### src/hdl/mac_pkg.sv
`default_nettype none

package mac_pkg;

    //////////////////////////////////////////////////////////////////////
    // datapath types
    //////////////////////////////////////////////////////////////////////

    localparam int OP_W   = 4;
    localparam int PROD_W = 2 * OP_W;

    typedef logic [OP_W-1:0]   op_t;    // unsigned operand
    typedef logic [PROD_W-1:0] prod_t;  // full-width product, never overflows

    //////////////////////////////////////////////////////////////////////
    // register map
    //////////////////////////////////////////////////////////////////////

    typedef logic [1:0]  reg_addr_t;
    typedef logic [15:0] reg_data_t;

    localparam reg_addr_t ADDR_CTRL   = 2'd0;  // rw, accumulate and saturate enables
    localparam reg_addr_t ADDR_CLEAR  = 2'd1;  // write of any value clears
    localparam reg_addr_t ADDR_STATUS = 2'd2;  // ro, sticky overflow
    localparam reg_addr_t ADDR_COUNT  = 2'd3;  // ro, samples since last clear

    // bit positions inside CTRL
    localparam int CTRL_ACC_BIT = 0;
    localparam int CTRL_SAT_BIT = 1;

    // bit positions inside STATUS
    localparam int STATUS_OVF_BIT = 0;

endpackage

`default_nettype wire

### src/hdl/kogge_stone_add.sv
`timescale 1ns/1ps
`default_nettype none

module kogge_stone_add #(
    parameter int WIDTH = 8
) (
    input  wire [WIDTH-1:0] x,
    input  wire [WIDTH-1:0] y,
    output logic [WIDTH-1:0] sum,
    output logic             cout
);

    localparam int LEVELS = $clog2(WIDTH);

    // row 0 holds the bitwise generate and propagate terms, row l the group
    // terms spanning 2**l bits ending at each position
    wire [WIDTH-1:0] g [0:LEVELS];
    wire [WIDTH-1:0] p [0:LEVELS];

    assign g[0] = x & y;
    assign p[0] = x ^ y;

    //////////////////////////////////////////////////////////////////////
    // prefix tree
    //////////////////////////////////////////////////////////////////////

    for (genvar l = 1; l <= LEVELS; l++) begin : g_level
        localparam int D = 1 << (l - 1);  // span of the cells at this level

        for (genvar i = 0; i < WIDTH; i++) begin : g_bit
            if (i < D) begin : g_pass
                // already resolved down to bit 0
                assign g[l][i] = g[l-1][i];
                assign p[l][i] = p[l-1][i];
            end else if (i < 2 * D) begin : g_gray
                // gray cell, the lower group reaches bit 0 so only the
                // generate term is still needed
                assign g[l][i] = g[l-1][i] | (p[l-1][i] & g[l-1][i-D]);
                assign p[l][i] = p[l-1][i];
            end else begin : g_black
                assign g[l][i] = g[l-1][i] | (p[l-1][i] & g[l-1][i-D]);
                assign p[l][i] = p[l-1][i] & p[l-1][i-D];
            end
        end
    end

    //////////////////////////////////////////////////////////////////////
    // sum bits
    //////////////////////////////////////////////////////////////////////

    // the carry into bit i is the group generate of bits i-1 down to 0
    assign sum  = p[0] ^ {g[LEVELS][WIDTH-2:0], 1'b0};
    assign cout = g[LEVELS][WIDTH-1];

endmodule

`default_nettype wire

### src/hdl/dadda_mult_4.sv
`timescale 1ns/1ps
`default_nettype none

module dadda_mult_4 import mac_pkg::*; (
    input  wire op_t a,
    input  wire op_t b,
    output prod_t    product
);

    // pp[j][i] = a[i] & b[j] has weight i + j
    wire [3:0] pp [0:3];

    for (genvar j = 0; j < 4; j++) begin : g_pp
        assign pp[j] = a & {4{b[j]}};
    end

    //////////////////////////////////////////////////////////////////////
    // first stage, column heights down to 3
    //////////////////////////////////////////////////////////////////////

    wire s11, c11;  // weight 3 half adder
    wire s12, c12;  // weight 4 half adder

    assign s11 = pp[3][0] ^ pp[2][1];
    assign c11 = pp[3][0] & pp[2][1];

    assign s12 = pp[3][1] ^ pp[2][2];
    assign c12 = pp[3][1] & pp[2][2];

    //////////////////////////////////////////////////////////////////////
    // second stage, column heights down to 2
    //////////////////////////////////////////////////////////////////////

    wire s21, c21;  // weight 2 half adder
    wire s22, c22;  // weight 3 full adder
    wire s23, c23;  // weight 4 full adder
    wire s24, c24;  // weight 5 full adder

    assign s21 = pp[2][0] ^ pp[1][1];
    assign c21 = pp[2][0] & pp[1][1];

    assign s22 = pp[1][2] ^ pp[0][3] ^ s11;
    assign c22 = (pp[1][2] & pp[0][3]) | (pp[1][2] & s11) | (pp[0][3] & s11);

    assign s23 = pp[1][3] ^ s12 ^ c11;
    assign c23 = (pp[1][3] & s12) | (pp[1][3] & c11) | (s12 & c11);

    assign s24 = pp[2][3] ^ pp[3][2] ^ c12;
    assign c24 = (pp[2][3] & pp[3][2]) | (pp[2][3] & c12) | (pp[3][2] & c12);

    //////////////////////////////////////////////////////////////////////
    // final carry-propagate add over weights 1 to 6
    //////////////////////////////////////////////////////////////////////

    wire [5:0] row_x;
    wire [5:0] row_y;
    wire [5:0] ks_sum;
    wire       ks_cout;

    assign row_x = {pp[3][3], s24, s23, s22, s21, pp[0][1]};
    assign row_y = {c24, c23, c22, c21, pp[0][2], pp[1][0]};

    kogge_stone_add #(
        .WIDTH (6)
    ) u_final_add (
        .x    (row_x),
        .y    (row_y),
        .sum  (ks_sum),
        .cout (ks_cout)
    );

    // weight 0 has a single bit and skips the adder
    assign product = {ks_cout, ks_sum, pp[0][0]};

endmodule

`default_nettype wire

### src/hdl/mac_datapath.sv
`timescale 1ns/1ps
`default_nettype none

module mac_datapath import mac_pkg::*; #(
    parameter int ACC_W = 16
) (
    input  wire              clk,
    input  wire              rst_n,
    input  wire              in_valid,
    input  wire op_t         a,
    input  wire op_t         b,
    input  wire              acc_en,
    input  wire              sat_en,
    input  wire              clear_pulse,
    output logic             out_valid,
    output prod_t            product,
    output logic [ACC_W-1:0] acc,
    output logic             ovf_event
);

    op_t              a_q;
    op_t              b_q;
    logic             v1;         // a sample sits in stage two
    prod_t            prod_s2;
    logic [ACC_W-1:0] acc_base;
    logic [ACC_W-1:0] add_x;
    logic [ACC_W-1:0] add_y;
    logic [ACC_W-1:0] add_sum;
    logic             add_cout;
    logic             ovf_s2;
    logic [ACC_W-1:0] acc_nxt;

    //////////////////////////////////////////////////////////////////////
    // stage one, operand register
    //////////////////////////////////////////////////////////////////////

    always_ff @(posedge clk or negedge rst_n) begin
        if (!rst_n) begin
            v1 <= 1'b0;
        end else begin
            v1 <= in_valid;
        end
    end

    always_ff @(posedge clk) begin
        if (in_valid) begin
            a_q <= a;
            b_q <= b;
        end
    end

    //////////////////////////////////////////////////////////////////////
    // stage two, multiply and accumulate
    //////////////////////////////////////////////////////////////////////

    dadda_mult_4 u_mult (
        .a       (a_q),
        .b       (b_q),
        .product (prod_s2)
    );

    assign acc_base = clear_pulse ? '0 : acc;  // a clear in the same cycle wins over the old sum
    assign add_x    = acc_en ? acc_base : '0;  // with accumulation off the product is loaded
    assign add_y    = ACC_W'(prod_s2);

    kogge_stone_add #(
        .WIDTH (ACC_W)
    ) u_acc_add (
        .x    (add_x),
        .y    (add_y),
        .sum  (add_sum),
        .cout (add_cout)
    );

    assign ovf_s2  = v1 & add_cout;
    assign acc_nxt = (ovf_s2 && sat_en) ? '1 : add_sum;

    always_ff @(posedge clk or negedge rst_n) begin
        if (!rst_n) begin
            out_valid <= 1'b0;
            ovf_event <= 1'b0;
            acc       <= '0;
        end else begin
            out_valid <= v1;
            ovf_event <= ovf_s2;
            if (v1) begin
                acc <= acc_nxt;
            end else if (clear_pulse) begin
                acc <= '0;
            end
        end
    end

    always_ff @(posedge clk) begin
        if (v1) begin
            product <= prod_s2;
        end
    end

    // fixed two-cycle latency, nothing is ever held back
    a_latency: assert property (@(posedge clk) disable iff (!rst_n)
        out_valid == $past(in_valid, 2));

    a_ovf_with_valid: assert property (@(posedge clk) disable iff (!rst_n)
        ovf_event |-> out_valid);

endmodule

`default_nettype wire

### src/hdl/mac_config.sv
`timescale 1ns/1ps
`default_nettype none

module mac_config import mac_pkg::*; (
    input  wire            clk,
    input  wire            rst_n,
    input  wire            wr_en,
    input  wire reg_addr_t wr_addr,
    input  wire reg_data_t wr_data,
    input  wire            rd_en,
    input  wire reg_addr_t rd_addr,
    input  wire            out_valid,
    input  wire            ovf_event,
    output logic           acc_en,
    output logic           sat_en,
    output logic           clear_pulse,
    output logic           rd_valid,
    output reg_data_t      rd_data
);

    logic      ctrl_acc;
    logic      ctrl_sat;
    logic      ovf_sticky;
    reg_data_t sample_cnt;
    reg_data_t rd_mux;

    assign acc_en = ctrl_acc;
    assign sat_en = ctrl_sat;

    //////////////////////////////////////////////////////////////////////
    // control register and status
    //////////////////////////////////////////////////////////////////////

    always_ff @(posedge clk or negedge rst_n) begin
        if (!rst_n) begin
            ctrl_acc    <= 1'b0;
            ctrl_sat    <= 1'b0;
            clear_pulse <= 1'b0;
            ovf_sticky  <= 1'b0;
            sample_cnt  <= '0;
            rd_valid    <= 1'b0;
        end else begin
            if (wr_en && wr_addr == ADDR_CTRL) begin
                ctrl_acc <= wr_data[CTRL_ACC_BIT];
                ctrl_sat <= wr_data[CTRL_SAT_BIT];
            end
            clear_pulse <= wr_en && wr_addr == ADDR_CLEAR;  // data is ignored
            if (clear_pulse) begin
                // same edge that zeroes the accumulator
                ovf_sticky <= 1'b0;
                sample_cnt <= '0;
            end else begin
                ovf_sticky <= ovf_sticky | ovf_event;
                if (out_valid) begin
                    sample_cnt <= sample_cnt + 1'b1;  // wraps at 16 bits
                end
            end
            rd_valid <= rd_en;
        end
    end

    //////////////////////////////////////////////////////////////////////
    // read port
    //////////////////////////////////////////////////////////////////////

    always_comb begin
        rd_mux = '0;
        case (rd_addr)
            ADDR_CTRL: begin
                rd_mux[CTRL_ACC_BIT] = ctrl_acc;
                rd_mux[CTRL_SAT_BIT] = ctrl_sat;
            end
            ADDR_STATUS: rd_mux[STATUS_OVF_BIT] = ovf_sticky;
            ADDR_COUNT:  rd_mux = sample_cnt;
            default:     rd_mux = '0;  // CLEAR reads back as zero
        endcase
    end

    always_ff @(posedge clk) begin
        if (rd_en) begin
            rd_data <= rd_mux;
        end
    end

    // back-to-back CLEAR writes would stretch the pulse and wipe a sample
    a_clear_single: assert property (@(posedge clk) disable iff (!rst_n)
        clear_pulse |=> !clear_pulse);

endmodule

`default_nettype wire

### src/hdl/mac_top.sv
`timescale 1ns/1ps
`default_nettype none

module mac_top import mac_pkg::*; #(
    parameter int ACC_W = 16
) (
    input  wire              clk,
    input  wire              rst_n,
    input  wire              in_valid,
    input  wire op_t         a,
    input  wire op_t         b,
    input  wire              wr_en,
    input  wire reg_addr_t   wr_addr,
    input  wire reg_data_t   wr_data,
    input  wire              rd_en,
    input  wire reg_addr_t   rd_addr,
    output logic             out_valid,
    output prod_t            product,
    output logic [ACC_W-1:0] acc,
    output logic             rd_valid,
    output reg_data_t        rd_data
);

    logic acc_en;
    logic sat_en;
    logic clear_pulse;
    logic ovf_event;  // back from the datapath into the sticky flag

    mac_config u_config (
        .clk         (clk),
        .rst_n       (rst_n),
        .wr_en       (wr_en),
        .wr_addr     (wr_addr),
        .wr_data     (wr_data),
        .rd_en       (rd_en),
        .rd_addr     (rd_addr),
        .out_valid   (out_valid),
        .ovf_event   (ovf_event),
        .acc_en      (acc_en),
        .sat_en      (sat_en),
        .clear_pulse (clear_pulse),
        .rd_valid    (rd_valid),
        .rd_data     (rd_data)
    );

    mac_datapath #(
        .ACC_W (ACC_W)
    ) u_datapath (
        .clk         (clk),
        .rst_n       (rst_n),
        .in_valid    (in_valid),
        .a           (a),
        .b           (b),
        .acc_en      (acc_en),
        .sat_en      (sat_en),
        .clear_pulse (clear_pulse),
        .out_valid   (out_valid),
        .product     (product),
        .acc         (acc),
        .ovf_event   (ovf_event)
    );

endmodule

`default_nettype wire

### config.mk
export PLATFORM = sky130hd
export DESIGN_NAME = mac_top
export DESIGN_NICKNAME = d
export VERILOG_FILES = /design/src/hdl/mac_pkg.sv /design/src/hdl/kogge_stone_add.sv /design/src/hdl/dadda_mult_4.sv /design/src/hdl/mac_datapath.sv /design/src/hdl/mac_config.sv /design/src/hdl/mac_top.sv
export SDC_FILE = /design/constraint.sdc
export NUM_CORES = 1
export LEC_CHECK = 0
export BUFFER_PORTS_ARGS = -buffer_cell sky130_fd_sc_hd__buf_2
export CAP_MARGIN = 20
export CORE_AREA = 8 8 120 122
export DETAILED_ROUTE_END_ITERATION = 10
export DIE_AREA = 0 0 128 130
export GPL_TIMING_DRIVEN = 0
export SYNTH_ARGS = -nofsm -noshare
export SYNTH_HDL_FRONTEND = slang
export SYNTH_HIERARCHICAL = 1
export SYNTH_SLANG_ARGS = --single-unit
### constraint.sdc
create_clock -name clk -period 8.75 [get_ports clk]
set_input_delay 2.1875 -clock clk [delete_from_list [all_inputs] [get_ports clk]]
set_output_delay 2.1875 -clock clk [all_outputs]
set_load 0.05 [all_outputs]
; ---- Yosys cells after proc, flatten, opt, wreduce, memory -nomap -nowiden
; Index checks and enable logic that the tools add are counted.
[classes]
n_reduce_logical = 6
mul = 0
shift = 0
add_sub_neg = 1
div = 0
bitwise = 199
n_mux = 9
magnitude_cmp = 0
eq_ne = 3
[op_table]
columns = operator, n
row1 = $and 1x1->1, 113
row2 = $mux 16, 6
row3 = $or 1x1->1, 67
row4 = $add 16x1->16 const B, 1
row5 = $and 16x8->16, 1
row6 = $and 4x4->4, 4
row7 = $xor 16x16->16, 1
row8 = $xor 16x8->16, 1
row9 = $xor 6x6->6, 2
row10 = $xor 1x1->1, 9
row11 = $and 6x6->6, 1
row12 = $eq 2x2->1 const B, 2
row13 = $logic_not 2->1, 2
row14 = $logic_and 1x1->1, 3
row15 = $pmux 1 s3, 1
row16 = $eq 2x1->1 const B, 1
row17 = $pmux 1 s2, 1
row18 = $reduce_bool 2->1, 1
row19 = $mux 1, 1
[totals]
reg_bits = 72
romBits = 0
in_bits = 33
n_memories = 0
output_inout_bits = 42
latch_bits = 0
mem_bits_rw = 0

; ---- Longest topological paths before layout
[logic_depth]
ltp_word = 25
depth_mapped = 19

; ---- By module
; The synthesis kept the hierarchy.
[modules_own_cells]
columns = module, cells_per_inst, n_inst, seq_area_each_um2, area_per_inst_um2
row1 = mac_config, 136, 1, 1006.0, 1671.6
row2 = mac_datapath, 110, 1, 955.9, 1506.4
row3 = kogge_stone_add at u_datapath.u_acc_add, 102, 1, 0.0, 769.5
row4 = kogge_stone_add at u_datapath.u_mult.u_final_add, 28, 1, 0.0, 237.7
row5 = dadda_mult_4, 24, 1, 0.0, 212.7

; ---- Least setup slack after synthesis
; OpenSTA, ideal clock, no wires.
[synth_path]
kind = register -> register
from = register u_datapath.a_q[0]
to = register u_datapath.acc[14]
period_less_slack_ns = 3.994
slack_ns = 4.756
arrival_ns = 3.869
stages_incl_launch_ff = 20
path_buffers = 3
path_cell_list = edfxtp_1 -> and2_1 -> ha_1 -> fa_1 -> ha_1 -> nor2b_4 -> o31a_1 -> o21ai_0 -> nand2b_1 -> buf_4 -> ha_1 -> a21oi_1 -> o21ai_0 -> o21ai_0 -> nor3b_2 -> a21oi_1 -> buf_6 -> buf_6 -> a21oi_1 -> mux2i_1
[synth_between]
word_cells_on_any_way = 89
cone_classes = mux (2) / bitwise (86) / reduce/logical (1)
[synth_lines]
columns = item, line_no
row1 = from (decl), mac_datapath.sv:21  ; op_t a_q;
row2 = from (signal assigned), mac_datapath.sv:47  ; a_q <= a;
row3 = $and 4x4->4 (*), dadda_mult_4.sv:14  ; assign pp[j] = a & {4{b[j]}};
row4 = $xor 1x1->1 (*), dadda_mult_4.sv:24  ; assign s11 = pp[3][0] ^ pp[2][1];
row5 = $xor 1x1->1 (*), dadda_mult_4.sv:42  ; assign s22 = pp[1][2] ^ pp[0][3] ^ s11;
row6 = via u_datapath.u_mult.s22, dadda_mult_4.sv:35  ; wire s22, c22;
row7 = $and 6x6->6, kogge_stone_add.sv:20  ; assign g[0] = x & y;
row8 = $and 1x1->1, kogge_stone_add.sv:41  ; assign g[l][i] = g[l-1][i] | (p[l-1][i] & g[l-1][i-D]);
row9 = $or 1x1->1, kogge_stone_add.sv:41
row10 = $and 1x1->1, kogge_stone_add.sv:41
row11 = (+2 left out), --
row12 = via u_datapath.u_mult.ks_cout, dadda_mult_4.sv:58  ; wire ks_cout;
row13 = (+4 left out), --
row14 = $or 1x1->1 (*), kogge_stone_add.sv:38  ; assign g[l][i] = g[l-1][i] | (p[l-1][i] & g[l-1][i-D]);
row15 = $and 1x1->1 (*), kogge_stone_add.sv:38
row16 = $or 1x1->1 (*), kogge_stone_add.sv:38
row17 = via u_datapath.add_cout, mac_datapath.sv:29  ; logic add_cout;
row18 = $and 1x1->1 (*), mac_datapath.sv:75  ; assign ovf_s2 = v1 & add_cout;
row19 = $logic_and 1x1->1 (*), mac_datapath.sv:76  ; assign acc_nxt = (ovf_s2 && sat_en) ? '1 : add_sum;
row20 = $mux 16 (*), mac_datapath.sv:76
row21 = $mux 16 (*), mac_datapath.sv:86  ; if (v1) begin
row22 = to (signal assigned), mac_datapath.sv:87  ; acc <= acc_nxt;
row23 = to (decl), mac_datapath.sv:17  ; output logic [ACC_W-1:0] acc,
; The timed path passes the listed nets; every way through them passes the cells marked *.
; A chain may end at the register's enable or synchronous reset.

; ---- Worst setup path after layout
[layout_path]
from = register u_datapath.a_q[0]
to = register u_datapath.acc[8]
; The elaborated chain is that of the path after synthesis.

==> impl_results.md <==
- Status: finished clean
- Final min period: 4520 ps
- Initial DRC Count: 188
- Top-count cell post-synth: dfrtp_1
- Most area-hungry cell type in the Yosys netlist: dfrtp_1
- DR vias/cell: between 4 and 5
- Worst-Margin Slew: 938 ps
- Share of power burned in the clock network: 24.9%
- Die area: 16,600 µm²
- Slew Limit Fails: 0
- Die height: 130 µm
- Setup TNS: 0 ps
- Clock-pin slew on the worst setup and hold paths: about 60 ps
- I/O Pins: 75
- Seq/Total Area, Yosys: approximately 45%
- P_int: ~0.00087 W
- Yosys synthesis warning count: 6
- Max Fclk: ~220 MHz
- Worst Setup SP: u_datapath/a_q[0]
- Final ANT Viol Nets: 0
- Synth Flop Type: dfrtp_1
- CP Capture Type: flip-flop
- Final Hold Viols: 0
- Share of cells above drive strength 1: 23.0%
- Syn Std Cell Area: 4400 µm²
- Slew margin rel.: 37.5%
- First-pass GRT wire length: 15,300 µm
- NetSw: 0.000625 W
- Detailed-route via count: between 3,000 and 4,000
- Fill count: about 1,200
- Sw Share: 41.8%
- Finished Cell Area: ~5200 µm²
- Yosys top cell area share: 22.8%
- Resize count post-CTS: 0
- Core outline area: 12,400 µm²
- CP startpoint kind: flip-flop
- Detailed-route wire length per cell: 13.8 µm
- I/O Buffers: 60
- Comb power frac: between 40 and 50%
- CTS buffer count: 9
- N_diodes: 0
- Root buffer cell: clkbuf_16
- Initial antenna violation count: 0
- Final WL: 9050 µm
- Dpl cell area: 4940 µm²
- Final Setup Violations: 0
- Std-Cell Rows: 41
- Setup Buffers After CTS: 0
- Fin crit share: between 50% and 60%
- Bufs on Longest Clock Path: 2
- Syn Area/Cell: 11.0 µm²
- CP arrival: approximately 4700 ps
- Cell leakage power: 2.33 nW
- Commonest cells post-synth: 40 x dfrtp_1, 38 x a21oi_1, 35 x nor2_1, 32 x edfxtp_1, 31 x and2_1
- Hold-fix buffers, CTS: 0
- WS Path Type: flip-flop to flip-flop
- Post-Synthesis Cells: 400
- Worst EP required: around 9000 ps
- FF+latch count, synth: 72
- Synth cell types: 56
- Power per cell area: around 290 nW/µm²
- Post-synth EDFFs: 32
- DP Wirelength: 6750 µm
- Global-route usage over all layers: 11.6%
- Crit-path max FO: 10
- Worst IR drop on VDD: 0.115 mV
- CTS Sinks: 72
- Final net count: 546
- H-Tree Depth: 3
- Synth area leaders: dfrtp_1 23%, edfxtp_1 22%, ha_1 8.5%, and2_1 4.4%, a21oi_1 4.3%
- Asr flop ratio synth: 55.6%
- Max-Cap Viols: 0
- Routability Congestion: 0.848
- Hold WC Path Type: flip-flop to flip-flop
- DRC: 0
- Seq pwr share: between 30% and 40%
- Area grow syn2layout: 19.2%
- Vias in the first global route: approximately 3,300
- HP Start: u_datapath/ovf_event
- Clk_lat worst skew: 340 ps
- Worst Skew: 8.00 ps
- Starting Density: between 30% and 40%
- Die Width: 128 µm
- Overflow after GRT: 0
- RSZ-0062 raised after global routing: no
- CTS tree: yes
- Largest net degree at the start of global routing: 41
- 1st-pass router iterations: 4
- Reg2Reg Launch Point: u_datapath/a_q[0]
[final timing paths]
path	to	slack (ps)	cells past startpoint
setup reg to reg	u_datapath/acc[8]	4230	19
setup / recovery	u_datapath/acc[8]	4230	19
hold reg to reg	u_config/ovf_sticky	470	2
min in group asynchronous	u_config/rd_valid	2000	1
hold / removal	u_config/ovf_sticky	470	2
max in group asynchronous	u_config/sample_cnt[6]	6170	1
[registers in the layout, indices dropped and copies added, names as in the netlist]
signal	flops
u_config/sat_en	1
u_datapath/ovf_event	1
u_config/clear_pulse	1
u_config/acc_en	1
u_datapath/acc	16
u_config/rd_valid	1
u_config/ovf_sticky	1
u_config/sample_cnt	16
u_datapath/product	8
u_datapath/v1	1
u_datapath/b_q	4
u_config/rd_data	16
u_datapath/a_q	4
u_datapath/out_valid	1
[layout by cell type, fill, tap and decap left out, drive strengths merged, types with 5 or more instances in the layout]
master  count
edfxtp     32
nand2b     18
buf        73
nand3       6
dfrtp      40
nor2       35
xnor2      14
inv        14
nor4        5
fa          5
clkbuf     10
nor3b       6
mux2        7
ha         30
o21ai      18
and2       31
xor2        6
a21oi      40
nand2      14
conb        8
mux2i      17
[per-stage QoR]
stage	utilization (%)	hold slack, ps	setup WS [ps]	std cells	power [W]
finish	42.2	474	4230	655	0.00150
global route	42.2	523	3890	655	0.00159
CTS	42.2	484	4260	655	0.00151
detailed placement	39.8	469	4270	639	0.00113
global placement	39.8	459	4330	639	0.00112
floorplan	-	437	4760	407	0.000987
[power groups by stage]
stage | Sequential, W | Combinational, W | Clock (W)
finish | 0.000474 | 0.000649 | 0.000373
global route | 0.000484 | 0.000708 | 0.000398
CTS | 0.000476 | 0.000653 | 0.000383
detailed placement | 0.000482 | 0.000648 | 0
global placement | 0.000481 | 0.000640 | 0
floorplan | 0.000643 | 0.000344 | 0
[layout make-up]
cell class	count	area [µm²]	area share, %
Multi-Input combinational cell	309	2300	43.8
Sequential cell	72	1960	37.4
Timing Repair Buffer	60	300	5.73
Clock buffer	9	225	4.29
Tap cell	172	215	4.10
Buffer	14	119	2.27
Clock inverter	7	78.8	1.50
Inverter	12	45.0	0.859
[metal layers]
layer	vias to the layer above	track usage, %	part of all wire, %
met5	-	0	0
met4	0	4.55	1.2
met3	7	3.30	5.5
met2	74	20.3	49
met1	1489	13.1	44
li1	1579	-	-
[worst max-delay path: stages (launching register included)]
cell and delay (ps):
edfxtp_1 400, and2_1 180, ha_1 300, fa_1 430, ha_1 350, nor2b_4 160, o31a_1 250, o21ai_0 160
nand2b_1 70, buf_4 140, ha_1 370, a21oi_1 200, o21ai_0 120, o21ai_0 250, nor3b_2 350, a21oi_1 130
buf_6 160, buf_6 140, a21oi_1 150, mux2i_1 90
[logic make-up after synthesis]
group / after synthesis / synth area share, %
multiplexers: 24 / 5.66
XOR/XNOR: 20 / 3.98
AO/OA/AOI/OAI: 85 / 12.2
flip-flops: 72 / 44.6
AND/OR/NAND/NOR: 137 / 18.9
other: 1 / 0.0853
buffers and inverters: 26 / 3.73
adder cells (fa/ha/maj): 35 / 10.8
No activity file was read; power rests on OpenSTA's default activity.
